==> src/verilog/osc_bufg_pkg.sv <==
// Oscillator domain register slice definitions
`default_nettype none

package osc_bufg_pkg;

	// ----------------------------------------
	// widths
	// ----------------------------------------
	localparam int SPI_ADDR_WD  = 16;
	localparam int SHORT_REG_WD = 16;
	localparam int LONG_REG_WD  = 64;
	localparam int REG_ADDR_WD  = 9;

	typedef logic [SPI_ADDR_WD-1:0]  spi_addr_t;
	typedef logic [SHORT_REG_WD-1:0] short_reg_t;
	typedef logic [LONG_REG_WD-1:0]  long_reg_t;
	typedef logic [REG_ADDR_WD-1:0]  reg_addr_t;

	// ----------------------------------------
	// address map, low nine bits only
	// ----------------------------------------
	localparam reg_addr_t ADDR_PARAM_CFG_DONE   = 9'h020;
	localparam reg_addr_t ADDR_RESET_SENSOR     = 9'h03a;
	localparam reg_addr_t ADDR_SENSOR_INIT_DONE = 9'h03b;
	localparam reg_addr_t ADDR_TIMESTAMP_LOAD   = 9'h0d0;
	// timestamp words, msw first
	localparam reg_addr_t ADDR_TIMESTAMP_W0     = 9'h0d1;
	localparam reg_addr_t ADDR_TIMESTAMP_W1     = 9'h0d2;
	localparam reg_addr_t ADDR_TIMESTAMP_W2     = 9'h0d3;
	localparam reg_addr_t ADDR_TIMESTAMP_W3     = 9'h0d4;
	// device identifier words
	localparam reg_addr_t ADDR_DNA_W0           = 9'h160;
	localparam reg_addr_t ADDR_DNA_W1           = 9'h161;
	localparam reg_addr_t ADDR_DNA_W2           = 9'h162;
	localparam reg_addr_t ADDR_DNA_W3           = 9'h163;
	// encryption words, 0x164 ends up most significant
	localparam reg_addr_t ADDR_ENCRYPT_W0       = 9'h164;
	localparam reg_addr_t ADDR_ENCRYPT_W1       = 9'h165;
	localparam reg_addr_t ADDR_ENCRYPT_W2       = 9'h166;
	localparam reg_addr_t ADDR_ENCRYPT_W3       = 9'h167;
	localparam reg_addr_t ADDR_ENCRYPT_STATE    = 9'h168;

	// spi frame walker
	typedef enum logic [2:0] {IDLE, CMD, ADDR, DATA, DONE} spi_state_t;

endpackage

`default_nettype wire

==> src/verilog/dna_licence_check.sv <==
// Device identifier licence check
`timescale 1ns/1ps
`default_nettype none

module dna_licence_check
	import osc_bufg_pkg::*;
#(
	parameter long_reg_t DNA_VALUE    = 64'h0123_4567_89ab_cdef,
	parameter long_reg_t LICENCE_SALT = 64'h5a5a_a5a5_3c3c_c3c3
)
(
	input  logic      clk_osc_bufg,
	input  logic      i_reset,
	input  long_reg_t i_encrypt_reg,
	output long_reg_t o_dna_reg,
	output logic      o_encrypt_state
);

	long_reg_t dna_reg;
	long_reg_t salted;
	long_reg_t expected_key;
	logic      encrypt_state;

	// ----------------------------------------
	// identifier readout
	// ----------------------------------------
	// stands in for the device primitive
	// value shows up the clock after reset
	always_ff @(posedge clk_osc_bufg) begin
		if (i_reset)
			dna_reg <= '0;
		else
			dna_reg <= DNA_VALUE;
	end

	assign o_dna_reg = dna_reg;

	// ----------------------------------------
	// key derivation and compare
	// ----------------------------------------
	assign salted = dna_reg ^ LICENCE_SALT;
	// swap the two 32 bit halves
	assign expected_key = {salted[31:0], salted[63:32]};

	// state valid one clock after the group changes
	always_ff @(posedge clk_osc_bufg) begin
		if (i_reset)
			encrypt_state <= 1'b0;
		else
			encrypt_state <= (i_encrypt_reg == expected_key);
	end

	assign o_encrypt_state = encrypt_state;

endmodule

`default_nettype wire

==> src/verilog/osc_bufg_reg_list.sv <==
// Oscillator domain register list
`timescale 1ns/1ps
`default_nettype none

module osc_bufg_reg_list
	import osc_bufg_pkg::*;
(
	input  logic       clk_osc_bufg,
	input  logic       i_reset,
	input  logic       i_wr_en,
	input  logic       i_rd_en,
	input  spi_addr_t  i_addr,
	input  short_reg_t i_wr_data,
	input  long_reg_t  i_timestamp,
	input  long_reg_t  i_dna_reg,
	input  logic       i_encrypt_state,
	output logic       o_rd_sel,
	output short_reg_t o_rd_data,
	output logic       o_reset_sensor,
	output logic       o_sensor_init_done,
	output logic       o_timestamp_load,
	output long_reg_t  o_encrypt_reg
);

	logic [1:0] wr_en_shift;
	logic       wr_en_rise;
	reg_addr_t  local_addr;

	logic       param_cfg_done;
	logic       reset_sensor;
	logic       sensor_init_done;
	logic       timestamp_load;
	short_reg_t encrypt_word [4];
	long_reg_t  encrypt_group;

	// only nine address bits are decoded
	assign local_addr = i_addr[REG_ADDR_WD-1:0];

	// ----------------------------------------
	// write side
	// ----------------------------------------
	always_ff @(posedge clk_osc_bufg) begin
		if (i_reset)
			wr_en_shift <= '0;
		else
			wr_en_shift <= {wr_en_shift[0], i_wr_en};
	end
	assign wr_en_rise = (wr_en_shift == 2'b01);

	always_ff @(posedge clk_osc_bufg) begin
		if (i_reset) begin
			param_cfg_done   <= 1'b0;
			reset_sensor     <= 1'b0;
			sensor_init_done <= 1'b0;
			timestamp_load   <= 1'b0;
			encrypt_word[0]  <= '0;
			encrypt_word[1]  <= '0;
			encrypt_word[2]  <= '0;
			encrypt_word[3]  <= '0;
		end else if (wr_en_rise) begin
			case (local_addr)
				ADDR_PARAM_CFG_DONE:   param_cfg_done   <= i_wr_data[0];
				ADDR_RESET_SENSOR:     reset_sensor     <= i_wr_data[0];
				ADDR_SENSOR_INIT_DONE: sensor_init_done <= i_wr_data[0];
				ADDR_TIMESTAMP_LOAD:   timestamp_load   <= i_wr_data[0];
				ADDR_ENCRYPT_W0:       encrypt_word[0]  <= i_wr_data;
				ADDR_ENCRYPT_W1:       encrypt_word[1]  <= i_wr_data;
				ADDR_ENCRYPT_W2:       encrypt_word[2]  <= i_wr_data;
				ADDR_ENCRYPT_W3:       encrypt_word[3]  <= i_wr_data;
				default: ;
			endcase
		end else begin
			// pulses live for one clock
			param_cfg_done <= 1'b0;
			reset_sensor   <= 1'b0;
			timestamp_load <= 1'b0;
		end
	end

	// group commit on config done
	always_ff @(posedge clk_osc_bufg) begin
		if (i_reset)
			encrypt_group <= '0;
		else if (param_cfg_done)
			encrypt_group <= {encrypt_word[0], encrypt_word[1], encrypt_word[2], encrypt_word[3]};
	end

	assign o_reset_sensor     = reset_sensor;
	assign o_sensor_init_done = sensor_init_done;
	assign o_timestamp_load   = timestamp_load;
	assign o_encrypt_reg      = encrypt_group;

	// ----------------------------------------
	// read mux, combinational
	// ----------------------------------------
	always_comb begin
		o_rd_sel  = 1'b0;
		o_rd_data = '0;
		if (i_rd_en) begin
			o_rd_sel = 1'b1;
			case (local_addr)
				ADDR_PARAM_CFG_DONE:   o_rd_data = short_reg_t'(param_cfg_done);
				ADDR_RESET_SENSOR:     o_rd_data = short_reg_t'(reset_sensor);
				ADDR_SENSOR_INIT_DONE: o_rd_data = short_reg_t'(sensor_init_done);
				ADDR_TIMESTAMP_LOAD:   o_rd_data = short_reg_t'(timestamp_load);
				// snapshot words
				ADDR_TIMESTAMP_W0:     o_rd_data = i_timestamp[63:48];
				ADDR_TIMESTAMP_W1:     o_rd_data = i_timestamp[47:32];
				ADDR_TIMESTAMP_W2:     o_rd_data = i_timestamp[31:16];
				ADDR_TIMESTAMP_W3:     o_rd_data = i_timestamp[15:0];
				// identifier, read only
				ADDR_DNA_W0:           o_rd_data = i_dna_reg[63:48];
				ADDR_DNA_W1:           o_rd_data = i_dna_reg[47:32];
				ADDR_DNA_W2:           o_rd_data = i_dna_reg[31:16];
				ADDR_DNA_W3:           o_rd_data = i_dna_reg[15:0];
				// working words, not the committed group
				ADDR_ENCRYPT_W0:       o_rd_data = encrypt_word[0];
				ADDR_ENCRYPT_W1:       o_rd_data = encrypt_word[1];
				ADDR_ENCRYPT_W2:       o_rd_data = encrypt_word[2];
				ADDR_ENCRYPT_W3:       o_rd_data = encrypt_word[3];
				ADDR_ENCRYPT_STATE:    o_rd_data = short_reg_t'(i_encrypt_state);
				default:               o_rd_sel  = 1'b0;
			endcase
		end
	end

	// a selected read sees no write and one address while it lasts
	rd_sel_needs_rd_en: assert property (@(posedge clk_osc_bufg) disable iff (i_reset)
		o_rd_sel |-> i_rd_en && !i_wr_en && (!$past(i_rd_en) || $stable(i_addr)));

endmodule

`default_nettype wire

==> src/verilog/osc_bufg_top.sv <==
// Oscillator domain register slice top
`timescale 1ns/1ps
`default_nettype none

module osc_bufg_top
	import osc_bufg_pkg::*;
#(
	parameter long_reg_t DNA_VALUE    = 64'h0123_4567_89ab_cdef,
	parameter long_reg_t LICENCE_SALT = 64'h5a5a_a5a5_3c3c_c3c3
)
(
	input  logic clk_osc_bufg,
	input  logic i_reset,
	input  logic i_spi_sclk,
	input  logic i_spi_cs_n,
	input  logic i_spi_mosi,
	output logic o_spi_miso,
	output logic o_reset_sensor,
	output logic o_sensor_init_done
);

	// decoder to register list
	logic       wr_en;
	logic       rd_en;
	spi_addr_t  addr;
	short_reg_t wr_data;
	logic       rd_sel;
	short_reg_t rd_data;
	// register list to side blocks
	logic       timestamp_load;
	long_reg_t  timestamp;
	long_reg_t  dna_reg;
	long_reg_t  encrypt_reg;
	logic       encrypt_state;

	spi_cmd_decoder spi_cmd_decoder_i (
		.clk_osc_bufg (clk_osc_bufg),
		.i_reset      (i_reset),
		.i_spi_sclk   (i_spi_sclk),
		.i_spi_cs_n   (i_spi_cs_n),
		.i_spi_mosi   (i_spi_mosi),
		.i_rd_sel     (rd_sel),
		.i_rd_data    (rd_data),
		.o_spi_miso   (o_spi_miso),
		.o_wr_en      (wr_en),
		.o_rd_en      (rd_en),
		.o_addr       (addr),
		.o_wr_data    (wr_data)
	);

	osc_bufg_reg_list osc_bufg_reg_list_i (
		.clk_osc_bufg       (clk_osc_bufg),
		.i_reset            (i_reset),
		.i_wr_en            (wr_en),
		.i_rd_en            (rd_en),
		.i_addr             (addr),
		.i_wr_data          (wr_data),
		.i_timestamp        (timestamp),
		.i_dna_reg          (dna_reg),
		.i_encrypt_state    (encrypt_state),
		.o_rd_sel           (rd_sel),
		.o_rd_data          (rd_data),
		.o_reset_sensor     (o_reset_sensor),
		.o_sensor_init_done (o_sensor_init_done),
		.o_timestamp_load   (timestamp_load),
		.o_encrypt_reg      (encrypt_reg)
	);

	timestamp_counter timestamp_counter_i (
		.clk_osc_bufg     (clk_osc_bufg),
		.i_reset          (i_reset),
		.i_timestamp_load (timestamp_load),
		.o_timestamp      (timestamp)
	);

	dna_licence_check #(
		.DNA_VALUE    (DNA_VALUE),
		.LICENCE_SALT (LICENCE_SALT)
	) dna_licence_check_i (
		.clk_osc_bufg    (clk_osc_bufg),
		.i_reset         (i_reset),
		.i_encrypt_reg   (encrypt_reg),
		.o_dna_reg       (dna_reg),
		.o_encrypt_state (encrypt_state)
	);

endmodule

`default_nettype wire

==> src/verilog/spi_cmd_decoder.sv <==
// SPI command decoder
`timescale 1ns/1ps
`default_nettype none

module spi_cmd_decoder
	import osc_bufg_pkg::*;
(
	input  logic       clk_osc_bufg,
	input  logic       i_reset,
	input  logic       i_spi_sclk,
	input  logic       i_spi_cs_n,
	input  logic       i_spi_mosi,
	input  logic       i_rd_sel,
	input  short_reg_t i_rd_data,
	output logic       o_spi_miso,
	output logic       o_wr_en,
	output logic       o_rd_en,
	output spi_addr_t  o_addr,
	output short_reg_t o_wr_data
);

	logic [2:0] sclk_sync;
	logic [2:0] cs_n_sync;
	logic [2:0] mosi_sync;
	logic       sclk_d;
	logic       sclk_rise;
	logic       sclk_fall;
	logic       cs_active;
	logic       mosi_bit;
	spi_state_t state;
	logic [3:0] bit_cnt;
	logic       is_read;
	spi_addr_t  addr_shift;
	short_reg_t data_shift;
	short_reg_t miso_shift;
	logic       rd_en_d;
	logic       miso_step;

	// ----------------------------------------
	// pin synchronizers
	// ----------------------------------------
	always_ff @(posedge clk_osc_bufg) begin
		if (i_reset) begin
			sclk_sync <= '0;
			cs_n_sync <= '1;
			mosi_sync <= '0;
			sclk_d    <= 1'b0;
		end else begin
			sclk_sync <= {sclk_sync[1:0], i_spi_sclk};
			cs_n_sync <= {cs_n_sync[1:0], i_spi_cs_n};
			mosi_sync <= {mosi_sync[1:0], i_spi_mosi};
			sclk_d    <= sclk_sync[2];
		end
	end

	// edges of sclk, aligned with cs and mosi
	assign sclk_rise = sclk_sync[2] & ~sclk_d;
	assign sclk_fall = ~sclk_sync[2] & sclk_d;
	assign cs_active = ~cs_n_sync[2];
	assign mosi_bit  = mosi_sync[2];

	// ----------------------------------------
	// frame fsm: flag, 16 addr, 16 data
	// ----------------------------------------
	always_ff @(posedge clk_osc_bufg) begin
		if (i_reset) begin
			state   <= IDLE;
			bit_cnt <= '0;
			is_read <= 1'b0;
			o_wr_en <= 1'b0;
			o_rd_en <= 1'b0;
		end else if (!cs_active) begin
			// cs released, drop everything
			state   <= IDLE;
			bit_cnt <= '0;
			o_wr_en <= 1'b0;
			o_rd_en <= 1'b0;
		end else begin
			case (state)
				IDLE: state <= CMD;
				CMD: begin
					if (sclk_rise) begin
						is_read <= mosi_bit;
						bit_cnt <= '0;
						state   <= ADDR;
					end
				end
				ADDR: begin
					if (sclk_rise) begin
						bit_cnt <= bit_cnt + 4'd1;
						// last address bit, read can start now
						if (bit_cnt == 4'd15) begin
							state   <= DATA;
							o_rd_en <= is_read;
						end
					end
				end
				DATA: begin
					if (sclk_rise) begin
						bit_cnt <= bit_cnt + 4'd1;
						if (bit_cnt == 4'd15) begin
							state   <= DONE;
							o_wr_en <= ~is_read;
						end
					end
				end
				// hold until cs goes high
				DONE: state <= DONE;
				default: state <= IDLE;
			endcase
		end
	end

	// payload shifters, msb first
	always_ff @(posedge clk_osc_bufg) begin
		if (i_reset) begin
			addr_shift <= '0;
			data_shift <= '0;
		end else begin
			if (state == ADDR && sclk_rise)
				addr_shift <= {addr_shift[SPI_ADDR_WD-2:0], mosi_bit};
			if (state == DATA && sclk_rise)
				data_shift <= {data_shift[SHORT_REG_WD-2:0], mosi_bit};
		end
	end

	assign o_addr    = addr_shift;
	assign o_wr_data = data_shift;

	// ----------------------------------------
	// read data out on miso
	// ----------------------------------------
	assign miso_step = (state == DATA) && is_read && sclk_fall;

	always_ff @(posedge clk_osc_bufg) begin
		if (i_reset) begin
			rd_en_d    <= 1'b0;
			o_spi_miso <= 1'b0;
		end else begin
			rd_en_d <= o_rd_en;
			if (!cs_active)
				o_spi_miso <= 1'b0;
			else if (miso_step)
				o_spi_miso <= miso_shift[SHORT_REG_WD-1];
		end
	end

	// capture one clock after rd_en, unselected reads give zero
	always_ff @(posedge clk_osc_bufg) begin
		if (i_reset)
			miso_shift <= '0;
		else if (o_rd_en && !rd_en_d)
			miso_shift <= i_rd_sel ? i_rd_data : '0;
		else if (miso_step)
			miso_shift <= {miso_shift[SHORT_REG_WD-2:0], 1'b0};
	end

	wr_rd_exclusive: assert property (@(posedge clk_osc_bufg) disable iff (i_reset)
		!(o_wr_en && o_rd_en));

endmodule

`default_nettype wire

==> src/verilog/timestamp_counter.sv <==
// Timestamp counter with snapshot
`timescale 1ns/1ps
`default_nettype none

module timestamp_counter
	import osc_bufg_pkg::*;
(
	input  logic      clk_osc_bufg,
	input  logic      i_reset,
	input  logic      i_timestamp_load,
	output long_reg_t o_timestamp
);

	long_reg_t count;
	long_reg_t snapshot;

	// free running, clocks since reset
	always_ff @(posedge clk_osc_bufg) begin
		if (i_reset)
			count <= '0;
		else
			count <= count + 64'd1;
	end

	// ----------------------------------------
	// snapshot for coherent word reads
	// ----------------------------------------
	// holds the count of the load clock
	always_ff @(posedge clk_osc_bufg) begin
		if (i_reset)
			snapshot <= '0;
		else if (i_timestamp_load)
			snapshot <= count;
	end

	assign o_timestamp = snapshot;

endmodule

`default_nettype wire
==> config.mk <==
export PLATFORM = sky130hd
export DESIGN_NAME = osc_bufg_top
export DESIGN_NICKNAME = d
export VERILOG_FILES = /design/src/verilog/osc_bufg_pkg.sv /design/src/verilog/dna_licence_check.sv /design/src/verilog/osc_bufg_reg_list.sv /design/src/verilog/osc_bufg_top.sv /design/src/verilog/spi_cmd_decoder.sv /design/src/verilog/timestamp_counter.sv
export SDC_FILE = /design/constraint.sdc
export NUM_CORES = 1
export LEC_CHECK = 0
export ABC_AREA = 1
export BUFFER_PORTS_ARGS = -buffer_cell sky130_fd_sc_hd__buf_4
export CORE_UTILIZATION = 30
export CTS_CLUSTER_SIZE = 25
export DETAILED_ROUTE_END_ITERATION = 8
export PLACE_DENSITY_LB_ADDON = 0.2
export SLEW_MARGIN = 5
export SYNTH_ARGS = -nofsm -noshare
export SYNTH_HDL_FRONTEND = slang
export SYNTH_SLANG_ARGS = --single-unit
export TNS_END_PERCENT = 1
==> constraint.sdc <==
create_clock -name clk_osc_bufg -period 7.15 [get_ports clk_osc_bufg]
set_clock_uncertainty 0.1 [all_clocks]
set_input_delay 0 -clock clk_osc_bufg [delete_from_list [all_inputs] [get_ports clk_osc_bufg]]
set_output_delay 0 -clock clk_osc_bufg [all_outputs]
set_load 0.01 [all_outputs]
==> results of run 1 <==
[critical path, cell delays in order, from the launching register on]
cell     delay (ns)
dfxtp_1        0.81
nand3_2        0.21
nor2_4         0.42
nand2_1        0.16
nor2_2         0.46
nand2_1        0.10
nand2_1        0.53
[worst min-delay path by stage]
stage	start	endpoint	slack [ns]
after floorplan	i_spi_cs_n	spi_cmd_decoder_i.cs_n_sync[0]$_SDFF_PP1_	0.004
after global placement	i_spi_cs_n	spi_cmd_decoder_i.cs_n_sync[0]$_SDFF_PP1_	0.09
after detailed placement	i_spi_cs_n	spi_cmd_decoder_i.cs_n_sync[0]$_SDFF_PP1_	0.09
after CTS	i_spi_cs_n	spi_cmd_decoder_i.cs_n_sync[0]$_SDFF_PP1_	0.06
after global routing	i_spi_cs_n	spi_cmd_decoder_i.cs_n_sync[0]$_SDFF_PP1_	0.08
final	i_spi_mosi	spi_cmd_decoder_i.mosi_sync[0]$_SDFF_PP0_	0.09
[cells by family (layout without fill, tap and decap cells)]
family,Yosys count,in the layout,share of synthesized area [%]
buf+inv,281,286,7.565
fa+ha+maj,2,2,0.1725
flops,327,327,49.55
compound gates,435,435,15.49
simple gates,884,884,26.62
xor+xnor,10,10,0.6039
[per-layer routing]
| metal | up-vias | GRT usage, % |
|---|---|---|
| met4 | 0 | 5.533 |
| li1 | 6397 | - |
| met3 | 61 | 3.127 |
| met5 | - | 0 |
| met2 | 367 | 28.45 |
| met1 | 6035 | 27.43 |
[placed cells by master, fill, tap and decap left out, types with 14 or more instances in the layout]
cell type  instances
buf_4             15
nor3_1            50
clkbuf_16         40
dfxtp_1          262
nor2_1           299
edfxtp_1          64
a21oi_1          192
nand4_1           73
o21ai_0          217
nand2_1          323
inv_1            192
nand2_2           14
nand3_1           80
[power by group]
part | switching [mW] | internal (mW) | total [mW]
logic | 0.0433 | 0.0123 | 0.0556
clock network | 0.788 | 1.06 | 1.85
registers | 0.0209 | 1.90 | 1.92
[area by class of cell]
class | count | area (um^2)
Fill cell | 5084 | 31500
Sequential cell | 327 | 7191
Multi-Input combinational cell | 1331 | 6223
Clock buffer | 55 | 1087
Tap cell | 615 | 769.5
Inverter | 200 | 753.2
Timing Repair Buffer | 19 | 152.6
Clock inverter | 12 | 67.56
[metrics by stage]
stage / total power [mW] / area, um^2 / std cells
after floorplan: 1.984 / 14510 / 1939
after global placement: 2.017 / 15050 / 2488
after CTS: 3.872 / 16240 / 2559
after detailed placement: 2.016 / 15050 / 2488
after global routing: 3.953 / 16240 / 2559
final: 3.824 / 16240 / 2559
[what timing repair did]
action | in CTS | in global routing
hold buffers | 4 | 0
resized for setup | 0 | 0
endpoints found under the hold margin | 8 | 0
buffers inserted | 0 | 0
==> results.py, run 1 <==
metrics = {
    "status": {
        "status": "completed",
    },
    "timing": {
        "finalHoldViolCount": 0,
        "relSlewSlack_pct": 29.76,
        "fin_crit_sh_pct": 44.32,
        "clock.fmax_ghz": 0.3156,
        "period_minus_slack_ns": 3.169,
        "report.final.slew_viol_count": 0,
        "finalSetupViolCount": 0,
        "setup_ws_ns": 3.981,
        "worst_pin_slew_ns": 1.054,
        "rsz0062_at_grt": "no",
        "fin_tns_setup_ns": 0,
        "holdWs_ns": 0.08558,
    },
    "floorplanning": {
        "die_h_um": 221.9,
        "rows": 80,
        "die_w_um": 221.9,
        "fp.coreArea_um2": 47750,
        "io_pins": 8,
        "initial_utilization_pct": 30.38,
        "die_area_um2": 49230,
    },
    "global_route": {
        "grt_pass1_wl_um": 71060,
        "grtUsageTotal_pct": 18.85,
        "grt_max_degree": 126,
        "grt_antenna_before_repair": 1,
        "overflow": 0,
        "grt_pass1_vias": 11740,
    },
    "pwr": {
        "powerDensity_nw_per_um2": 235.4,
        "vdd_ir_drop_max_mv": 0.1227,
        "p_leak_nw": 5.643,
    },
    "synth": {
        "synth_most_common_cell": "nand2_1",
        "netlist_area_um2": 14510,
        "seq_area_frac_synth_pct": 49.55,
        "async_flop_share_pct": 0,
        "syn_nets": 1946,
        "ys_ff_latch": 327,
        "synth_area_leaders": "dfxtp_1 (36%), edfxtp_1 (13%), nand2_1 (8.4%)",
        "synth_commonest_cells": "nand2_1 (323), nor2_1 (300), dfxtp_1 (263), o21ai_0 (220), inv_1 (194)",
        "synth_area_per_cell_um2": 7.481,
        "synth_cells": 1939,
        "yosys_warnings": 0,
        "yosysTopAreaCell": "dfxtp_1",
        "yosys.cell_types.count": 44,
        "synth_flop_cell": "dfxtp_1",
        "synth_top_area_share_pct": 36.30,
        "synth_edf_count": 64,
    },
    "worst_setup_path": {
        "crit_arrival_ns": 3.25,
        "crit_end": "osc_bufg_reg_list_i.encrypt_word[1][3]$_SDFFCE_PN0P_",
        "cp-start-kind": "register",
        "r2r-end": "osc_bufg_reg_list_i.encrypt_word[1][3]$_SDFFCE_PN0P_",
        "regToRegSetupSlack_ns": 3.98,
        "startpoint": "spi_cmd_decoder_i.o_addr[8]$_SDFFE_PP0P_",
        "end_kind": "register",
        "reg2regPathDepth": 6,
        "regToRegStartpoint": "spi_cmd_decoder_i.o_addr[8]$_SDFFE_PP0P_",
        "critical_path_class": "register to register",
        "required_ns": 7.23,
        "crit_fanout": 22,
    },
    "clock_network": {
        "clk_latency_ns": 0.56,
        "clkTransAtPathRegs_ns": 0.06,
        "cts_tree": "yes",
        "cts_buffers": 39,
        "htree_levels": 2,
        "cts_root_buffer": "clkbuf_16",
        "clk_path_buf_depth": 3,
        "cts_sinks": 327,
    },
    "placement": {
        "port_buffers": 7,
        "dpl_worst_slack_ns": 4.067,
        "dpl.hpwl_um": 34290,
        "gp_congestion": 0.8860,
    },
    "drt": {
        "drt_iter0_markers": 1352,
        "post-route-drc-count": 0,
        "met2WireLength_um": 20160,
        "wl_met3_um": 2898,
        "highest_layer": "met4",
        "routed_wl_um": 46750,
        "wl_met1_um": 22710,
        "via_count": 12860,
        "firstDrtPassIters": 5,
        "routed_via_density": 5.025,
        "postRouteAntennaNets": 0,
        "routedWlPerCell_um": 18.27,
    },
    "hold_path": {
        "min_path_type": "input port to register",
        "hold_depth": 4,
    },
    "cells_and_area": {
        "layout-drive-gt1-share_pct": 6.481,
        "fin_nets": 1925,
        "diodes": 0,
        "final_util_pct": 34.02,
        "syn_to_final_growth_pct": 11.99,
    },
    "job": {
        "maxCapViolCount": 0,
    },
}
Note: power is estimated with default switching activity, not from simulation.
==> run 2, diff against run 1 <==
==> constraint.sdc (replaced) <==
create_clock -name clk_osc_bufg -period 2.86 [get_ports clk_osc_bufg]
set_clock_uncertainty 0.1 [all_clocks]
set_input_delay 0 -clock clk_osc_bufg [delete_from_list [all_inputs] [get_ports clk_osc_bufg]]
set_output_delay 0 -clock clk_osc_bufg [all_outputs]
set_load 0.01 [all_outputs]
==> results.py, run 2 (synthesis results as in run 1) <==
metrics = {
    "status": {
        "status": "completed",
    },
    "cells_and_area": {
        "final_util_pct": 34.80,
        "final_cell_count_no_fill": 2588,
        "layout-drive-gt1-share_pct": 7.755,
        "mostFrequentLayoutCells": "nand2_1 (323), nor2_1 (299), dfxtp_1 (262)",
        "syn_to_final_growth_pct": 14.54,
        "layout_commonest_cell": "nand2_1",
        "postLayoutCellArea_um2": 16610,
        "diodes": 0,
        "fin_nets": 1952,
    },
    "pwr": {
        "powerDensity_nw_per_um2": 607.7,
        "power_frac_clock_pct": 50.9,
        "vdd_ir_drop_max_mv": 0.3951,
        "p_int_mw": 7.955,
        "pwr-share-comb_pct": 1.5,
        "p_switching_mw": 2.143,
        "seqPwrFrac_pct": 47.6,
        "netSwitchingFraction_pct": 21.22,
        "p_leak_nw": 5.849,
        "power_mw": 10.10,
    },
    "timing": {
        "clock.fmax_ghz": 0.3950,
        "report.final.slew_viol_count": 0,
        "worst_pin_slew_ns": 1.167,
        "relSlewSlack_pct": 22.17,
        "setup_ws_ns": 0.3284,
        "period_minus_slack_ns": 2.532,
        "fin_crit_sh_pct": 88.52,
        "holdWs_ns": 0.08727,
        "fin_tns_setup_ns": 0,
        "rsz0062_at_grt": "no",
        "finalSetupViolCount": 0,
        "finalHoldViolCount": 0,
    },
    "clock_network": {
        "cts_root_buffer": "clkbuf_16",
        "htree_levels": 2,
        "clk_path_buf_depth": 3,
        "cts_setup_buffers": 0,
        "clkTransAtPathRegs_ns": 0.05,
        "clk_latency_ns": 0.54,
        "cts_tree": "yes",
        "cts_sinks": 327,
        "hold_buffers": 4,
        "cts.repair.resized": 0,
        "cts_buffers": 40,
    },
    "worst_setup_path": {
        "crit_buf_inv": 3,
        "crit_fanout": 20,
        "path_cells": "buf_4, inv_1, nand2_1, nor2_2, nand2_1, inv_1, nand2_1, nand2_1, nor2_1, nand3_1, nand2_2, a21oi_2",
        "end_kind": "register",
        "critPathMaxStageDelay_ns": 0.47,
        "crit_family": "simple AND/OR/NAND/NOR gates",
        "cpMostUsedCell": "nand2_1",
        "critical_path_class": "register to register",
        "required_ns": 3.23,
        "crit_arrival_ns": 2.90,
        "cp-start-kind": "register",
        "slowest_stage": "inv_1",
    },
    "floorplanning": {
        "die_w_um": 221.9,
        "rows": 80,
        "die_h_um": 221.9,
        "initial_utilization_pct": 30.38,
        "io_pins": 8,
        "fp.coreArea_um2": 47750,
        "die_area_um2": 49230,
    },
    "drt": {
        "drt_iter0_markers": 1306,
        "routedWlPerCell_um": 18.65,
        "routed_wl_um": 48270,
        "post-route-drc-count": 0,
        "routed_via_density": 5.077,
        "firstDrtPassIters": 5,
        "via_count": 13140,
        "postRouteAntennaNets": 0,
    },
    "placement": {
        "dpl_worst_slack_ns": 0.3999,
        "gp_congestion": 0.9185,
        "dp_cells": 2514,
        "post_dp_cell_area_um2": 15260,
        "port_buffers": 7,
        "dpl.hpwl_um": 35750,
    },
    "global_route": {
        "grt_pass1_wl_um": 74450,
        "overflow": 0,
        "grt_antenna_before_repair": 0,
        "grt_max_degree": 80,
        "grtUsageTotal_pct": 19.66,
        "grt_pass1_vias": 12430,
    },
    "hold_path": {
        "min_path_type": "input port to register",
    },
    "job": {
        "maxCapViolCount": 0,
    },
}
-- run 2: changes by cell type in the layout (fill, tap and decap cells not counted), sizes merged --
cell and delta:
buf +26, clkbuf +5, clkinv -4, bufinv +4, inv -2
-- run 2: area by class of cell --
cell class,instances,area [um^2]
Timing Repair Buffer,45,360.3
Fill cell,5059,31130
Clock inverter,10,150.1
Multi-Input combinational cell,1331,6223
Clock buffer,60,1167
Inverter,200,753.2
Tap cell,615,769.5
Sequential cell,327,7191
-- run 2: worst paths after layout --
kind / start / end / slack, ns / cells past startpoint
max reg2reg: spi_cmd_decoder_i.o_addr[8]$_SDFFE_PP0P_ / spi_cmd_decoder_i.miso_shift[5]$_SDFFE_PP0P_ / 0.33 / 12
max: spi_cmd_decoder_i.o_addr[8]$_SDFFE_PP0P_ / spi_cmd_decoder_i.miso_shift[5]$_SDFFE_PP0P_ / 0.33 / 12
min: i_spi_cs_n / spi_cmd_decoder_i.cs_n_sync[0]$_SDFF_PP1_ / 0.09 / 3
min reg2reg: spi_cmd_decoder_i.mosi_sync[0]$_SDFF_PP0_ / spi_cmd_decoder_i.mosi_sync[1]$_SDFF_PP0_ / 0.29 / 2
-- run 2: worst reg2reg max path, stage by stage, from the launching register on --
cell and delay (ns):
dfxtp_1 0.32, buf_4 0.22, inv_1 0.11, nand2_1 0.07, nor2_2 0.29, nand2_1 0.12
inv_1 0.47, nand2_1 0.20, nand2_1 0.17, nor2_1 0.09, nand3_1 0.10, nand2_2 0.06
a21oi_2 0.14
-- run 2: power by group through the flow --
stage	clock, mW	combinational [mW]	sequential [mW]
6_report	5.14	0.149	4.80
5_1_grt	5.45	0.164	4.80
4_1_cts	5.26	0.151	4.80
3_5_place_dp	0	0.147	4.90
3_3_place_gp	0	0.145	4.90
2_1_floorplan	0	0.0892	4.87
-- run 2: metal layers --
layer / vias up / routed length (um) / global-route usage (%)
met3: 65 / 2504 / 2.889
li1: 6472 / - / -
met4: 0 / 1004 / 5.242
met2: 350 / 21250 / 30.31
met1: 6251 / 23520 / 28.49
met5: - / 0 / 0
==> run 3, diff against run 2 <==
--- a/config.mk
+++ b/config.mk
@@ -14,5 +14,6 @@
 export SLEW_MARGIN = 5
 export SYNTH_ARGS = -nofsm -noshare
 export SYNTH_HDL_FRONTEND = slang
+export SYNTH_HIERARCHICAL = 1
 export SYNTH_SLANG_ARGS = --single-unit
 export TNS_END_PERCENT = 1
==> results.py, run 3 <==
metrics = {
    "drt": {
        "post-route-drc-count": 0,
        "routedWlPerCell_um": 17.03,
        "via_count": 15010,
        "postRouteAntennaNets": 0,
        "routed_wl_um": 53650,
        "routed_via_density": 4.763,
        "firstDrtPassIters": 5,
        "drt_iter0_markers": 1393,
    },
    "clock_network": {
        "clk_path_buf_depth": 3,
        "cts_buffers": 38,
        "clkTransAtPathRegs_ns": 0.06,
        "cts_root_buffer": "clkbuf_16",
        "cts_tree": "yes",
        "cts_sinks": 327,
        "clk_latency_ns": 0.57,
        "htree_levels": 2,
        "cts_setup_buffers": 0,
    },
    "worst_setup_path": {
        "crit_buf_inv": 2,
        "critical_path_class": "register to register",
        "critPathMaxStageDelay_ns": 0.47,
        "crit_fanout": 16,
        "crit_arrival_ns": 2.90,
        "crit_family": "simple AND/OR/NAND/NOR gates",
        "cpMostUsedCell": "nand2_1",
        "startpoint": "spi_cmd_decoder_i/o_addr[6]$_SDFFE_PP0P_",
        "slowest_stage": "dfxtp_1",
        "cp-start-kind": "register",
        "regToRegSetupSlack_ns": 0.37,
        "end_kind": "register",
        "regToRegStartpoint": "spi_cmd_decoder_i/o_addr[6]$_SDFFE_PP0P_",
        "r2r-end": "spi_cmd_decoder_i/miso_shift[10]$_SDFFE_PP0P_",
        "cp.depth": 16,
        "required_ns": 3.27,
        "reg2regPathDepth": 16,
        "crit_end": "spi_cmd_decoder_i/miso_shift[10]$_SDFFE_PP0P_",
        "path_cells": "nand2_2, nor2_8, nand3_4, inv_2, nand2_1, nand2_1, inv_1, nand2_1, nor2_1, nor2_1, nand2_1, nand2_1, o21ai_0, nand2_1, nand2_1, nor2_1",
    },
    "timing": {
        "finalSetupViolCount": 0,
        "clock.fmax_ghz": 0.4015,
        "period_minus_slack_ns": 2.491,
        "setup_ws_ns": 0.3691,
        "finalHoldViolCount": 0,
        "relSlewSlack_pct": 41.83,
        "rsz0062_at_grt": "no",
        "worst_pin_slew_ns": 0.8725,
        "fin_crit_sh_pct": 87.10,
        "report.final.slew_viol_count": 0,
        "fin_tns_setup_ns": 0,
    },
    "global_route": {
        "grt_antenna_before_repair": 0,
        "met2_usage_pct": 30.06,
        "overflow": 0,
        "grtUsageTotal_pct": 19.17,
        "grt_pass1_vias": 13990,
        "grt_use_met1_pct": 27.74,
        "grt_pass1_wl_um": 83050,
        "busiest_layer": "met2",
        "grt_max_degree": 92,
        "use_met3_pct": 2.601,
    },
    "cells_and_area": {
        "fin_nets": 2437,
        "mostFrequentLayoutCells": "nor2_1 (663), nand2_1 (568), dfxtp_1 (261)",
        "fillers": 5906,
        "syn_to_final_growth_pct": 9.930,
        "layout_commonest_cell": "nor2_1",
        "final_util_pct": 33.63,
        "final_cell_count_no_fill": 3151,
        "diodes": 0,
        "layout-drive-gt1-share_pct": 7.047,
    },
    "synth": {
        "yosys_warnings": 6,
        "synth_area_per_cell_um2": 6.726,
        "synth_cells": 2467,
        "netlist_area_um2": 16590,
    },
    "pwr": {
        "vdd_ir_drop_max_mv": 0.4194,
        "p_leak_nw": 7.716,
        "p_switching_mw": 2.192,
        "netSwitchingFraction_pct": 22.16,
        "p_int_mw": 7.701,
        "pwr-share-comb_pct": 1.9,
        "powerDensity_nw_per_um2": 542.4,
        "seqPwrFrac_pct": 48.5,
        "power_frac_clock_pct": 49.6,
    },
    "placement": {
        "port_buffers": 7,
        "dpl_worst_slack_ns": 0.4470,
        "gp_congestion": 0.9380,
        "dpl.hpwl_um": 39720,
        "dp_cells": 3082,
    },
    "job": {
        "maxCapViolCount": 0,
    },
    "floorplanning": {
        "io_pins": 8,
        "rows": 85,
        "die_h_um": 237.2,
        "initial_utilization_pct": 30.59,
        "die_area_um2": 56260,
        "fp.coreArea_um2": 54240,
        "die_w_um": 237.2,
    },
    "hold_path": {
        "min_path_type": "input port to register",
    },
    "status": {
        "status": "completed",
    },
}
[run 3: tightest hold or removal path: cells and delay by family]
family	cells	cell delay, ns
AND/OR/NAND/NOR	1	0.08
buffers and inverters	2	0.61
[run 3: per-layer routing]
layer / part of all wire (%) / wire length [um] / vias to the layer above
li1: - / - / 7547
met1: 48 / 25730 / 6967
met2: 44 / 23490 / 425
met3: 6.5 / 3466 / 68
met4: 1.8 / 960 / 0
met5: 0 / 0 / -
[run 3: cell type report]
class	count	area [um^2]	share of cell area, %
Clock buffer	52	1115	6.112
Inverter	252	947.2	5.192
Tap cell	696	870.8	4.774
Sequential cell	327	7189	39.41
Multi-Input combinational cell	1777	7704	42.23
Timing Repair Buffer	34	277.8	1.523
Clock inverter	13	137.6	0.7545
[run 3: worst min-delay path by stage]
stage,startpoint,to,slack [ns],cells past startpoint
final,i_spi_cs_n,spi_cmd_decoder_i/cs_n_sync[0]$_SDFF_PP1_,0.06,3
after global routing,i_spi_cs_n,spi_cmd_decoder_i/cs_n_sync[0]$_SDFF_PP1_,0.07,3
after CTS,i_spi_cs_n,spi_cmd_decoder_i/cs_n_sync[0]$_SDFF_PP1_,0.04,3
after detailed placement,i_spi_cs_n,spi_cmd_decoder_i/cs_n_sync[0]$_SDFF_PP1_,0.09,2
after global placement,i_spi_cs_n,spi_cmd_decoder_i/cs_n_sync[0]$_SDFF_PP1_,0.09,2
after floorplan,i_reset,dna_licence_check_i/o_dna_reg[53]$_DFF_P_,-0.04,1
[run 3: power by group through the flow]
| stage | Combinational, mW | Sequential (mW) | Clock [mW] |
|---|---|---|---|
| 4_1_cts | 0.191 | 4.79 | 5.03 |
| 5_1_grt | 0.211 | 4.80 | 5.22 |
| 2_1_floorplan | 0.171 | 4.88 | 0 |
| 3_3_place_gp | 0.184 | 4.90 | 0 |
| 6_report | 0.191 | 4.79 | 4.91 |
| 3_5_place_dp | 0.187 | 4.89 | 0 |
[run 3: timing repair]
action                    4_1_cts  5_1_grt
hold endpoints to repair       16        0
gates resized for setup         0        0
hold buffers                    4        0
[run 3: metrics by stage]
step                instance area (um^2)  power (mW)  hold slack (ns)
floorplan                          16710       5.049         -0.04348
CTS                                18240       10.02          0.03600
finish                             18240       9.893          0.06237
detailed placement                 16950       5.079          0.08925
global route                       18240       10.23          0.06758
global placement                   16950       5.079          0.09076
